**src/rtl/csrDefsPkg.sv**
```systemverilog
`default_nettype none

package csrDefsPkg;

    localparam int timerWidth = 20;
    localparam int crmdWidth = 9;

    typedef logic [31:0] csrData_t;
    typedef logic [13:0] csrNum_t;
    typedef logic [5:0] ecode_t;
    typedef logic [8:0] esubcode_t;
    typedef logic [timerWidth-1:0] timerVal_t;

    // implemented csr numbers
    localparam csrNum_t CSR_CRMD = 14'h000;
    localparam csrNum_t CSR_PRMD = 14'h001;
    localparam csrNum_t CSR_EUEN = 14'h002;
    localparam csrNum_t CSR_ECFG = 14'h004;
    localparam csrNum_t CSR_ESTAT = 14'h005;
    localparam csrNum_t CSR_ERA = 14'h006;
    localparam csrNum_t CSR_BADV = 14'h007;
    localparam csrNum_t CSR_EENTRY = 14'h00c;
    localparam csrNum_t CSR_CPUID = 14'h020;
    localparam csrNum_t CSR_SAVE0 = 14'h030;
    localparam csrNum_t CSR_SAVE1 = 14'h031;
    localparam csrNum_t CSR_SAVE2 = 14'h032;
    localparam csrNum_t CSR_SAVE3 = 14'h033;
    localparam csrNum_t CSR_TID = 14'h040;
    localparam csrNum_t CSR_TCFG = 14'h041;
    localparam csrNum_t CSR_TVAL = 14'h042;
    localparam csrNum_t CSR_TICLR = 14'h044;
    localparam csrNum_t CSR_LLBCTL = 14'h060;
    localparam csrNum_t CSR_TLBRENTRY = 14'h088;

    // exception codes the hardware acts on
    localparam ecode_t ECODE_INT = 6'h00;
    localparam ecode_t ECODE_ADE = 6'h08;
    localparam ecode_t ECODE_TLBR = 6'h3f;
    localparam esubcode_t ESUB_ADEF = 9'h000;

    // DA=1, PG=0, IE=0, PLV=0
    localparam logic [crmdWidth-1:0] crmdResetVal = 9'd8;

endpackage

`default_nettype wire

```
**src/rtl/pipeDefsPkg.sv**
```systemverilog
`default_nettype none

package pipeDefsPkg;

    typedef logic [3:0] instType_t;
    typedef logic [4:0] instSubtype_t;

    localparam instType_t TYPE_PRIV = 4'd3;
    localparam instType_t TYPE_LLW = 4'd6;

    localparam instSubtype_t SUB_LOAD = 5'd0;
    localparam instSubtype_t SUB_ERTN = 5'd6;
    localparam instSubtype_t SUB_IDLE = 5'd7;
    localparam instSubtype_t SUB_CSRRD = 5'd8;
    localparam instSubtype_t SUB_CSRWR = 5'd9;
    localparam instSubtype_t SUB_CSRXCHG = 5'd10;

    // idleWait keeps the core clock stopped
    typedef enum logic {
        run,
        idleWait
    } ctrlState_e;

endpackage

`default_nettype wire

```
**src/rtl/csrAccessIf.sv**
```systemverilog
`timescale 1ns/100ps
`default_nettype none

interface csrAccessIf;

    import csrDefsPkg::*;

    logic wrEn;
    csrNum_t num;
    csrData_t wdata;
    csrData_t wmask;
    // combinational from num
    csrData_t rdata;

    modport ctrl (
        output wrEn, num, wdata, wmask,
        input rdata
    );

    modport regs (
        input wrEn, num, wdata, wmask,
        output rdata
    );

endinterface

`default_nettype wire

```
**src/rtl/csrTrapIf.sv**
```systemverilog
`timescale 1ns/100ps
`default_nettype none

interface csrTrapIf;

    import csrDefsPkg::*;

    // one cycle pulses
    logic trapTake;
    logic ertnTake;
    logic llSet;
    logic trapTlbr;
    ecode_t trapEcode;
    esubcode_t trapEsubcode;
    csrData_t trapEra;
    csrData_t trapBadv;

    logic crmdIe;
    // ESTAT.IS masked by ECFG.LIE, reserved bit 10 removed
    logic [11:0] intPending;
    csrData_t eentry;
    csrData_t tlbrentry;
    csrData_t era;
    ecode_t estatEcode;

    modport ctrl (
        output trapTake, trapTlbr, ertnTake, llSet, trapEcode, trapEsubcode, trapEra, trapBadv,
        input crmdIe, intPending, eentry, tlbrentry, era, estatEcode
    );

    modport regs (
        input trapTake, trapTlbr, ertnTake, llSet, trapEcode, trapEsubcode, trapEra, trapBadv,
        output crmdIe, intPending, eentry, tlbrentry, era, estatEcode
    );

endinterface

`default_nettype wire

```
**src/rtl/csrTrapCtrl.sv**
```systemverilog
`timescale 1ns/100ps
`default_nettype none

module csrTrapCtrl (
    input wire logic clk,
    input wire logic rstn,
    input wire logic pipeStall,
    input wire logic pipeFlush,
    input wire pipeDefsPkg::instType_t instType,
    input wire pipeDefsPkg::instSubtype_t instSubtype,
    input wire logic excpValid,
    input wire logic [15:0] excpArg,
    input wire csrDefsPkg::csrData_t inPc,
    input wire csrDefsPkg::csrData_t badVaddr,
    input wire csrDefsPkg::csrData_t wdata,
    input wire csrDefsPkg::csrData_t wmask,
    output logic csrFlush,
    output csrDefsPkg::csrData_t outPc,
    output logic clkStall,
    csrAccessIf.ctrl acc,
    csrTrapIf.ctrl trap
);

    import csrDefsPkg::*;
    import pipeDefsPkg::*;

    ctrlState_e state;
    logic intTake;
    logic accept;
    logic take;
    logic ertn;
    logic idleGo;
    ecode_t ecode;
    esubcode_t esubcode;

    always_comb
    begin
        intTake = trap.crmdIe && (|trap.intPending) && !pipeFlush;
        accept = !pipeStall && !pipeFlush
            && (instType == TYPE_PRIV || (instType == TYPE_LLW && instSubtype == SUB_LOAD)
                || excpValid);
        ecode = excpArg[5:0];
        esubcode = excpArg[14:6];
        take = 1'b0;
        ertn = 1'b0;
        idleGo = 1'b0;
        trap.llSet = 1'b0;
        acc.wrEn = 1'b0;
        acc.wmask = '1;

        // interrupt beats exception beats instruction
        if (intTake)
        begin
            take = 1'b1;
            ecode = ECODE_INT;
            esubcode = '0;
        end
        else if (accept && excpValid)
        begin
            take = 1'b1;
        end
        else if (accept && instType == TYPE_PRIV)
        begin
            case (instSubtype)
                SUB_ERTN: ertn = 1'b1;
                SUB_IDLE: idleGo = 1'b1;
                SUB_CSRRD: acc.wrEn = 1'b0;
                SUB_CSRWR: acc.wrEn = 1'b1;
                SUB_CSRXCHG:
                begin
                    acc.wrEn = 1'b1;
                    acc.wmask = wmask;
                end
                default: acc.wrEn = 1'b0;
            endcase
        end
        else if (accept)
        begin
            // only ll.w remains here
            trap.llSet = 1'b1;
        end
    end

    assign acc.num = excpArg[13:0];
    assign acc.wdata = wdata;

    assign trap.trapTake = take;
    assign trap.ertnTake = ertn;
    assign trap.trapTlbr = take && ecode == ECODE_TLBR;
    assign trap.trapEcode = ecode;
    assign trap.trapEsubcode = esubcode;
    assign trap.trapEra = inPc;
    // fetch address errors report the pc itself
    assign trap.trapBadv = (ecode == ECODE_ADE && esubcode == ESUB_ADEF) ? inPc : badVaddr;

    assign csrFlush = take || ertn;

    always_comb
    begin
        if (ertn)
            outPc = trap.era;
        else if (take && ecode == ECODE_TLBR)
            outPc = trap.tlbrentry;
        else
            outPc = trap.eentry;
    end

    always_ff @(posedge clk)
    begin
        if (!rstn)
            state <= run;
        else
        begin
            case (state)
                run:
                    if (idleGo)
                        state <= idleWait;
                idleWait:
                    if (intTake)
                        state <= run;
                default: state <= run;
            endcase
        end
    end

    assign clkStall = state == idleWait;

endmodule

`default_nettype wire

```
**src/rtl/csrRegFile.sv**
```systemverilog
`timescale 1ns/100ps
`default_nettype none

module csrRegFile (
    input wire logic clk,
    input wire logic rstn,
    input wire logic [7:0] hwInt,
    input wire logic ipi,
    input wire logic timerInt,
    input wire csrDefsPkg::timerVal_t tval,
    output logic tcfgLoad,
    output logic tcfgEn,
    output logic tcfgPeriodic,
    output csrDefsPkg::timerVal_t tcfgInit,
    output logic ticlrWrite,
    csrAccessIf.regs acc,
    csrTrapIf.regs trap
);

    import csrDefsPkg::*;

    logic [crmdWidth-1:0] crmd;
    logic [2:0] prmd;
    logic euen;
    // LIE bits 12:11 and 9:0
    logic [11:0] ecfgLie;
    logic [1:0] estatIs;
    ecode_t estatEcode;
    esubcode_t estatEsubcode;
    csrData_t era;
    csrData_t badv;
    logic [25:0] eentry;
    logic [25:0] tlbrentry;
    csrData_t save [4];
    csrData_t tid;
    timerVal_t tcfg;
    timerVal_t tcfgNext;
    logic llbRollb;
    logic llbKlo;
    csrData_t wrMerge;

    always_comb
    begin
        case (acc.num)
            CSR_CRMD: acc.rdata = csrData_t'(crmd);
            CSR_PRMD: acc.rdata = csrData_t'(prmd);
            CSR_EUEN: acc.rdata = csrData_t'(euen);
            CSR_ECFG: acc.rdata = {19'b0, ecfgLie[11:10], 1'b0, ecfgLie[9:0]};
            CSR_ESTAT:
                acc.rdata = {1'b0, estatEsubcode, estatEcode, 3'b0, ipi, timerInt, 1'b0,
                    hwInt, estatIs};
            CSR_ERA: acc.rdata = era;
            CSR_BADV: acc.rdata = badv;
            CSR_EENTRY: acc.rdata = {eentry, 6'b0};
            CSR_CPUID: acc.rdata = '0;
            CSR_SAVE0: acc.rdata = save[0];
            CSR_SAVE1: acc.rdata = save[1];
            CSR_SAVE2: acc.rdata = save[2];
            CSR_SAVE3: acc.rdata = save[3];
            CSR_TID: acc.rdata = tid;
            CSR_TCFG: acc.rdata = csrData_t'(tcfg);
            CSR_TVAL: acc.rdata = csrData_t'(tval);
            CSR_TICLR: acc.rdata = '0;
            // WCLLB always reads zero
            CSR_LLBCTL: acc.rdata = {29'b0, llbKlo, 1'b0, llbRollb};
            CSR_TLBRENTRY: acc.rdata = {tlbrentry, 6'b0};
            default: acc.rdata = '0;
        endcase
    end

    assign wrMerge = (acc.rdata & ~acc.wmask) | (acc.wdata & acc.wmask);

    // timer sees the value being written in the load cycle
    assign tcfgLoad = acc.wrEn && acc.num == CSR_TCFG;
    assign tcfgNext = tcfgLoad ? wrMerge[timerWidth-1:0] : tcfg;
    assign tcfgEn = tcfgNext[0];
    assign tcfgPeriodic = tcfgNext[1];
    assign tcfgInit = {tcfgNext[timerWidth-1:2], 2'b00};
    assign ticlrWrite = acc.wrEn && acc.num == CSR_TICLR && wrMerge[0];

    assign trap.crmdIe = crmd[2];
    assign trap.intPending = {ipi, timerInt, hwInt, estatIs} & ecfgLie;
    assign trap.eentry = {eentry, 6'b0};
    assign trap.tlbrentry = {tlbrentry, 6'b0};
    assign trap.era = era;
    assign trap.estatEcode = estatEcode;

    always_ff @(posedge clk)
    begin
        if (!rstn)
        begin
            crmd <= crmdResetVal;
            prmd <= '0;
            euen <= 1'b0;
            ecfgLie <= '0;
            estatIs <= '0;
            estatEcode <= '0;
            estatEsubcode <= '0;
            tcfg <= '0;
            llbRollb <= 1'b0;
            llbKlo <= 1'b0;
        end
        else if (trap.trapTake)
        begin
            prmd <= crmd[2:0];
            crmd[2:0] <= 3'b000;
            if (trap.trapTlbr)
                crmd[4:3] <= 2'b01;
            estatEcode <= trap.trapEcode;
            estatEsubcode <= trap.trapEsubcode;
        end
        else if (trap.ertnTake)
        begin
            crmd[2:0] <= prmd;
            // leaving the refill handler turns paging back on
            if (trap.estatEcode == ECODE_TLBR)
                crmd[4:3] <= 2'b10;
            llbKlo <= 1'b0;
            if (!llbKlo)
                llbRollb <= 1'b0;
        end
        else if (trap.llSet)
            llbRollb <= 1'b1;
        else if (acc.wrEn)
        begin
            case (acc.num)
                CSR_CRMD:
                begin
                    crmd[2:0] <= wrMerge[2:0];
                    crmd[8:5] <= wrMerge[8:5];
                    if (wrMerge[4] ^ wrMerge[3])
                        crmd[4:3] <= wrMerge[4:3];
                end
                CSR_PRMD: prmd <= wrMerge[2:0];
                CSR_EUEN: euen <= wrMerge[0];
                CSR_ECFG: ecfgLie <= {wrMerge[12:11], wrMerge[9:0]};
                CSR_ESTAT: estatIs <= wrMerge[1:0];
                CSR_TCFG: tcfg <= wrMerge[timerWidth-1:0];
                CSR_LLBCTL:
                begin
                    if (wrMerge[1])
                        llbRollb <= 1'b0;
                    llbKlo <= wrMerge[2];
                end
                default: ;
            endcase
        end
    end

    // data registers
    always_ff @(posedge clk)
    begin
        if (trap.trapTake)
        begin
            era <= trap.trapEra;
            badv <= trap.trapBadv;
        end
        else if (acc.wrEn)
        begin
            case (acc.num)
                CSR_ERA: era <= wrMerge;
                CSR_BADV: badv <= wrMerge;
                CSR_EENTRY: eentry <= wrMerge[31:6];
                CSR_SAVE0: save[0] <= wrMerge;
                CSR_SAVE1: save[1] <= wrMerge;
                CSR_SAVE2: save[2] <= wrMerge;
                CSR_SAVE3: save[3] <= wrMerge;
                CSR_TID: tid <= wrMerge;
                CSR_TLBRENTRY: tlbrentry <= wrMerge[31:6];
                default: ;
            endcase
        end
    end

endmodule

`default_nettype wire

```
**src/rtl/csrTimer.sv**
```systemverilog
`timescale 1ns/100ps
`default_nettype none

module csrTimer (
    input wire logic clk,
    input wire logic rstn,
    input wire logic tcfgLoad,
    input wire logic tcfgEn,
    input wire logic tcfgPeriodic,
    input wire csrDefsPkg::timerVal_t tcfgInit,
    input wire logic ticlrWrite,
    output csrDefsPkg::timerVal_t tval,
    output logic timerInt
);

    import csrDefsPkg::*;

    logic running;
    logic expire;

    assign expire = running && !tcfgLoad && tval == '0;

    always_ff @(posedge clk)
    begin
        if (!rstn)
        begin
            running <= 1'b0;
            tval <= '0;
        end
        else if (tcfgLoad)
        begin
            running <= tcfgEn;
            if (tcfgEn)
                tval <= tcfgInit;
        end
        else if (expire)
        begin
            // one shot mode stops at zero
            if (tcfgPeriodic)
                tval <= tcfgInit;
            else
                running <= 1'b0;
        end
        else if (running)
            tval <= tval - timerVal_t'(1);
    end

    // clear wins over a same-edge expiry
    always_ff @(posedge clk)
    begin
        if (!rstn)
            timerInt <= 1'b0;
        else if (ticlrWrite)
            timerInt <= 1'b0;
        else if (expire)
            timerInt <= 1'b1;
    end

endmodule

`default_nettype wire

```
**src/rtl/csrUnit.sv**
```systemverilog
`timescale 1ns/100ps
`default_nettype none

module csrUnit (
    input wire logic clk,
    input wire logic rstn,
    input wire logic pipeStall,
    input wire logic pipeFlush,
    input wire pipeDefsPkg::instType_t instType,
    input wire pipeDefsPkg::instSubtype_t instSubtype,
    input wire logic excpValid,
    input wire logic [15:0] excpArg,
    input wire csrDefsPkg::csrData_t inPc,
    input wire csrDefsPkg::csrData_t badVaddr,
    input wire csrDefsPkg::csrData_t wdata,
    input wire csrDefsPkg::csrData_t wmask,
    input wire logic [7:0] hwInt,
    input wire logic ipi,
    output logic csrFlush,
    output csrDefsPkg::csrData_t outPc,
    output csrDefsPkg::csrData_t rdata,
    output logic clkStall
);

    import csrDefsPkg::*;

    csrAccessIf accIf ();
    csrTrapIf trapIf ();

    timerVal_t tval;
    timerVal_t tcfgInit;
    logic tcfgLoad;
    logic tcfgEn;
    logic tcfgPeriodic;
    logic ticlrWrite;
    logic timerInt;

    csrTrapCtrl uCtrl (
        .clk(clk),
        .rstn(rstn),
        .pipeStall(pipeStall),
        .pipeFlush(pipeFlush),
        .instType(instType),
        .instSubtype(instSubtype),
        .excpValid(excpValid),
        .excpArg(excpArg),
        .inPc(inPc),
        .badVaddr(badVaddr),
        .wdata(wdata),
        .wmask(wmask),
        .csrFlush(csrFlush),
        .outPc(outPc),
        .clkStall(clkStall),
        .acc(accIf.ctrl),
        .trap(trapIf.ctrl)
    );

    csrRegFile uRegs (
        .clk(clk),
        .rstn(rstn),
        .hwInt(hwInt),
        .ipi(ipi),
        .timerInt(timerInt),
        .tval(tval),
        .tcfgLoad(tcfgLoad),
        .tcfgEn(tcfgEn),
        .tcfgPeriodic(tcfgPeriodic),
        .tcfgInit(tcfgInit),
        .ticlrWrite(ticlrWrite),
        .acc(accIf.regs),
        .trap(trapIf.regs)
    );

    csrTimer uTimer (
        .clk(clk),
        .rstn(rstn),
        .tcfgLoad(tcfgLoad),
        .tcfgEn(tcfgEn),
        .tcfgPeriodic(tcfgPeriodic),
        .tcfgInit(tcfgInit),
        .ticlrWrite(ticlrWrite),
        .tval(tval),
        .timerInt(timerInt)
    );

    assign rdata = accIf.rdata;

endmodule

`default_nettype wire

```
**config.mk**
```make
export PLATFORM = sky130hd
export DESIGN_NAME = csrUnit
export DESIGN_NICKNAME = d
export VERILOG_FILES = /design/src/rtl/csrDefsPkg.sv /design/src/rtl/pipeDefsPkg.sv /design/src/rtl/csrAccessIf.sv /design/src/rtl/csrTrapIf.sv /design/src/rtl/csrTrapCtrl.sv /design/src/rtl/csrRegFile.sv /design/src/rtl/csrTimer.sv /design/src/rtl/csrUnit.sv
export SDC_FILE = /design/constraint.sdc
export NUM_CORES = 1
export LEC_CHECK = 0
export BUFFER_PORTS_ARGS = -buffer_cell sky130_fd_sc_hd__buf_2
export CAP_MARGIN = 20
export CORE_MARGIN = 3
export CORE_UTILIZATION = 55
export CTS_BUF_LIST = sky130_fd_sc_hd__clkbuf_16
export DETAILED_ROUTE_END_ITERATION = 6
export GPL_TIMING_DRIVEN = 0
export PLACE_DENSITY = 0.79
export SLEW_MARGIN = 30
export SYNTH_ARGS = -nofsm -noshare
export SYNTH_HDL_FRONTEND = slang
export SYNTH_SLANG_ARGS = --single-unit
```
**constraint.sdc**
```tcl
create_clock -name clk -period 12.35 [get_ports clk]
set_input_delay 1.8525 -clock clk [delete_from_list [all_inputs] [get_ports clk]]
set_output_delay 1.8525 -clock clk [all_outputs]
set_load 0.02 [all_outputs]
```
Word level (Yosys, flattened, before mapping) --
Memories as Yosys holds them, arrays and structs flattened. Cells that the tools add are included.
Storage, ports and cells: memories 1, register bits after elaboration 235, output and inout bits 66, memory bits (writable) 128
Memories:
- uRegs.save | words 4, bits a word 32, rd ports 4, clocked after Yosys merged registers in 0, write ports 1, line csrRegFile.sv:34 | csrData_t save [4];
Cells by class: add/subtract/negate cells 1, bitwise operators 11, equality and inequality tests 36, reductions and logical operators 63, muxes and demuxes 94
Operators by type and width (count):
- 32-bit case mux with 17 select lines | 1
- 32-bit 2-to-1 mux | 16
- 20-bit 2-to-1 mux | 6
- 32-bit OR reduction | 3
- 14-bit by 7-bit equality test with 1-bit output (second input constant) | 5
- 32-bit bitwise AND | 2
- 14-bit by 3-bit equality test with 1-bit output (second input constant) | 4
- 14-bit by 6-bit equality test with 1-bit output (second input constant) | 4
- 1-bit 2-to-1 mux | 52
- 32-bit NOT | 1
- 32-bit OR | 1
- 5-bit AND reduction | 6
- 5-bit 2-to-1 mux | 5
- 3-bit nonzero test | 7
- 20-bit logical NOT | 1
- 20-bit by 1-bit subtractor with 20-bit output (second input constant) | 1
- 2-bit nonzero test | 8
- 3-bit 2-to-1 mux | 5
- 3-bit AND reduction | 5
- 14-bit by 1-bit equality test with 1-bit output (second input constant) | 1
- 14-bit by 2-bit equality test with 1-bit output (second input constant) | 1
- 14-bit by 4-bit equality test with 1-bit output (second input constant) | 1
- 14-bit by 8-bit equality test with 1-bit output (second input constant) | 1
- 1-bit logical AND | 14
- 27 further kinds | 54

Logic depth before layout (Yosys ltp) --
depth after elaboration 19, gate-level depth with buffers 12, gate-level depth less buffers 9

By module --
Synthesis repeated with hierarchy kept, for this count alone.
Unflattened totals: cell total of the unflattened synthesis 1879, area total of the unflattened synthesis 19672.6 µm²
Modules (own cells, without submodules):
- csrRegFile | sequential area each 9569.2 µm², area an instance 15698.8 µm², instances 1, cells each 1328
- csrTrapCtrl | sequential area each 20.0 µm², area an instance 2479.9 µm², instances 1, cells each 367
- csrTimer | sequential area each 440.4 µm², area an instance 1493.9 µm², instances 1, cells each 184

Least setup slack after synthesis --
OpenSTA, ideal clock, no wires.
path kind input-to-reg, from input hwInt[4], to memory uRegs.save[0][0] in the netlist's numbering, enable pin, data required time 11848 ps, setup time 502 ps, stages 6, path slack 5709 ps, arrival 6140 ps, cell sequence a22o_1 > a221oi_1 > a31oi_1 > nand3b_1 > buf_2 > nor4_1
Between the ends: word-level cells in the longest chain between the ends 12
RTL lines:
- from (decl) | line csrUnit.sv:17 | input wire logic [7:0] hwInt,
- 12-bit bitwise AND (*) | line csrRegFile.sv:82 | assign trap.intPending = {ipi, timerInt, hwInt, estatIs} & ecfgLie;
- 12-bit OR reduction (*) | line csrTrapCtrl.sv:38 | intTake = trap.crmdIe && (|trap.intPending) && !pipeFlush;
- 1-bit logical AND (*) (2 in series) | line csrTrapCtrl.sv:38
- 1-bit 2-to-1 mux | line csrTrapCtrl.sv:52 | if (intTake)
- 1-bit 2-to-1 mux | line csrRegFile.sv:158 | else if (acc.wrEn)
- 1-bit 2-to-1 mux | line csrRegFile.sv:153 | if (trap.trapTake)
- 1-bit 2-to-1 mux (not written as such) | line csrRegFile.sv:165 | CSR_SAVE1: save[1] <= wrMerge;
- 32-bit OR reduction (no line)
- 2-bit 2-to-1 mux (no line) / 1-bit 2-to-1 mux (equally long branches) (3 in series)
- to (decl) | line csrRegFile.sv:34
Every way passes the cells marked *; elsewhere a longest branch is shown, timed or not.

Worst setup path after layout --
from input excpArg[2], to output rdata[6]
Between the ends: word-level cells in the longest chain between the ends 2
RTL lines:
- from (decl) | line csrUnit.sv:12 | input wire logic [15:0] excpArg,
- 14-bit by 8-bit equality test with 1-bit output (tied with other cells) | line csrRegFile.sv:44 | case (acc.num)
- 32-bit case mux with 17 select lines (*) | line csrRegFile.sv:44
- to (decl) | line csrUnit.sv:21 | output csrDefsPkg::csrData_t rdata,
Marked as above.

==> key figures <==
Floorplanning
  • FP Rows: 65
  • I/O pin total: about 230
  • Core area: ~0.032 mm2
  • Initial Utilization: 56.1%
  • Die height: about 190 um
  • Die Area: 0.0344 mm2
  • Overall die width: around 190 um

Routing
  • Antenna violation net count after detailed routing: 0
  • Post-Route WL: roughly 74,000 um
  • Detailed Route Iter0 Violations: about 2,600
  • 1st-pass router iterations: 7
  • Vias post-DR: 16,300
  • Vias/cell: ~7.0
  • # DRC: 0
  • Wire per inst: between 30 and 40 um

Worst setup path
  • Crit path kind: in -> out
  • Critical Path AT: roughly 6 ns
  • Max FO, Critical Path: 10
  • Setup crit end kind: output port
  • Critical path startpoint category: input port
  • R2R Setup Slk: ~7.3 ns
  • Req. time, crit path: 10.50 ns

Yosys
  • Main combinational cell family by area after synthesis: compound AO/OA/AOI/OAI gates
  • Yosys warning count: 0
  • Post-Synth Adder-Cell Area: less than 1%
  • Post-synth EDFFs: approximately 280
  • Ys flop type: edfxtp_1
  • Post-synth ARST share: 0%
  • Xor/xnor cell area share of the yosys netlist: less than 1%
  • Compound-Gate Fraction of Synth Area: 17.3%
  • Multiplexer share of the synthesized area: ~6.7%
  • Post-synthesis cell count: between 1,500 and 2,000
  • Seq/Total Area, Yosys: a little under three fifths
  • Post-synthesis simple-gate area fraction: 14.7%
  • Cell variety after synth: 91
  • Syn Area/Cell: between 10 and 15 um2
  • #FFs+latches synth: between 300 and 400
  • Synthesized cell area: 0.0177 mm2
  • Post-Syn Nets: approximately 1,700

Placed design
  • Port Buffers: 229
  • Gp weighted congestion: roughly 1.0
  • Cells after DPL: between 2,000 and 2,500
  • Post-DP HPWL: approximately 55,000 um

CTS
  • CTS resizes: 0
  • # H-tree levels: 2
  • Max clock buf depth: 3
  • Clk root buf: clkbuf_16
  • Clock tree sinks: 363
  • CTS clk-pin slew, worst paths: about 0.06 ns
  • Skew-Pair Late Insertion Delay: 0.55 ns
  • # Post-CTS Setup Buffers: 0
  • TritonCTS Buffers: 40
  • CTS Hold Bufs: 0
  • CTS tree: yes

GRT
  • Pin count of the biggest net entering global routing: 18
  • Initial antenna violation count: 2
  • First-pass GRT wire length: 104,000 um
  • Grt ovf: 0
  • Vias in the first global route: roughly 16,000
  • Total GRT Usage: between 40% and 50%

Timing
  • TNS Setup: 0 ns
  • Slew @ Worst Pin: between 1 and 1.5 ns
  • Hold Vio Cnt, Final: 0
  • Fmax: about 130 MHz
  • Period utilisation layout: between 60 and 70%
  • Slew headroom: a little over a quarter
  • Final worst path period need: between 7 and 8 ns
  • Worst Skew: 0.0150 ns
  • RSZ-0062 raised after global routing: no
  • Endpoints failing setup: 0
  • Slew Viols, Final: 0
  • Fin Hold WS: 0.457 ns

Power
  • Power share of the sequential group: between 50% and 60%
  • Power share of the combinational group: 6.5%
  • Peak VDD IR: ~0.00010 V
  • PwrDens: 125 mW/mm2
  • P_int: just over 2 mW
  • NetSw: roughly 620 uW
  • Clock group share of total power: between 40% and 50%
  • Sw frac: 23.5%
  • Tot Pwr: approximately 2.6 mW
  • P_leak: slightly above 8 nW

Cells and area
  • Most frequent cells in the layout: buf_2 (293), edfxtp_1 (276), nand2_1 (200)
  • Layout cells sized above 1: between 20% and 30%
  • Nets: 2,072
  • Most common cell after layout, fill and taps aside: buf_2
  • Non-Filler Instances: about 2,300
  • Area growth, synth to finish: 19.3%

Flow run
  • # Max-Cap Violations: 0

Hold path
  • HP Class: reg -> reg

Run status
  • Status: complete, no violations
## final cells by class
class | count | area, um2
antenna | 1 | 2.50
buffer | 110 | 533
clock buffer | 42 | 1050
clock inverter | 29 | 168
fill | 2424 | 10500
inverter | 37 | 139
multi-input combinational | 1065 | 7190
sequential | 363 | 10000
tap | 402 | 503
timing repair buffer | 287 | 1550
## sequential cells by signal, indices dropped and copies added (netlist names), 12 cells and up
| register | count |
|---|---|
| uRegs.ecfgLie | 12 |
| uRegs.tid | 32 |
| uTimer.tval | 20 |
| uRegs.trap.era | 32 |
| uRegs.badv | 32 |
| uRegs.save | 128 |
| uRegs.eentry | 26 |
| uRegs.tlbrentry | 26 |
| uRegs.tcfg | 20 |
## power by group through the flow
stage                     clock network [mW]  registers [mW]  logic [mW]
after floorplan                            0            1.36      0.0782
after global placement                     0            1.36       0.155
after detailed placement                   0            1.36       0.163
after CTS                               1.12            1.33       0.164
after global routing                    1.17            1.34       0.178
final                                   1.13            1.34       0.172
## final timing paths
path	from	depth (start not counted)	end
worst max-delay path	excpArg[2]	9	rdata[6]
worst min register to register	uRegs.crmd[4]	2	uRegs.crmd[4]
worst min-delay path	uRegs.crmd[4]	2	uRegs.crmd[4]
worst max register to register	uRegs.ecfgLie[11]	9	uRegs.tlbrentry[5]
## Yosys cell counts, drive strengths merged (11+ instances only)
cell | count | area, um2
a211oi | 17 | 128
a21oi | 99 | 499
a221oi | 17 | 149
a222oi | 18 | 180
a22o | 30 | 263
a22oi | 74 | 556
a311oi | 13 | 158
and2 | 11 | 68.8
buf | 48 | 297
clkbuf | 62 | 234
dfxtp | 87 | 1740
edfxtp | 276 | 8290
inv | 37 | 139
mux2 | 29 | 327
mux2i | 72 | 721
nand2 | 201 | 754
nand3 | 21 | 105
nand4 | 14 | 87.6
nor2 | 119 | 454
nor2b | 14 | 87.6
nor3 | 30 | 150
nor4 | 29 | 300
o211ai | 25 | 193
o21ai | 54 | 270
o22ai | 14 | 87.6
o31ai | 12 | 95.1
xnor2 | 11 | 96.3
## metrics by stage
| step | setup slack (ns) | util (%) | area, um2 |
|---|---|---|---|
| after global routing | 4.75 | 66.9 | 21200 |
| final | 4.46 | 66.9 | 21200 |
| after CTS | 4.96 | 66.8 | 21100 |
| after detailed placement | 4.97 | 63.0 | 19900 |
| after global placement | 1.00 | 61.3 | 19400 |
| after floorplan | 5.71 | - | 17700 |
## critical path, cell delays in order
cell     delay, ns
buf_2         0.15
buf_1         0.32
nor2_1        0.89
nand2_1       0.50
nor3_1        0.96
buf_2         0.56
a22oi_1       0.17
nand4_1       0.37
buf_2         0.24
## per-layer routing
metal	vias up	global-route usage (%)	part of all wire (%)	wire length, um
li1	6749	-	-	-
met1	7721	55.3	35	26000
met2	1565	64.0	44	32300
met3	310	11.0	14	10600
met4	2	23.5	6.8	4990
met5	-	0	0.019	14
## cells by family (layout without fill, tap and decap cells)
kind of cell,after synthesis,count (layout)
other,0,1
buffers and inverters,147,505
AO/OA/AOI/OAI,429,429
multiplexers,107,107
AND/OR/NAND/NOR,509,509
adder cells (fa/ha/maj),1,1
flip-flops,363,363
XOR/XNOR,19,19
Power figures use the tool's default switching activity.
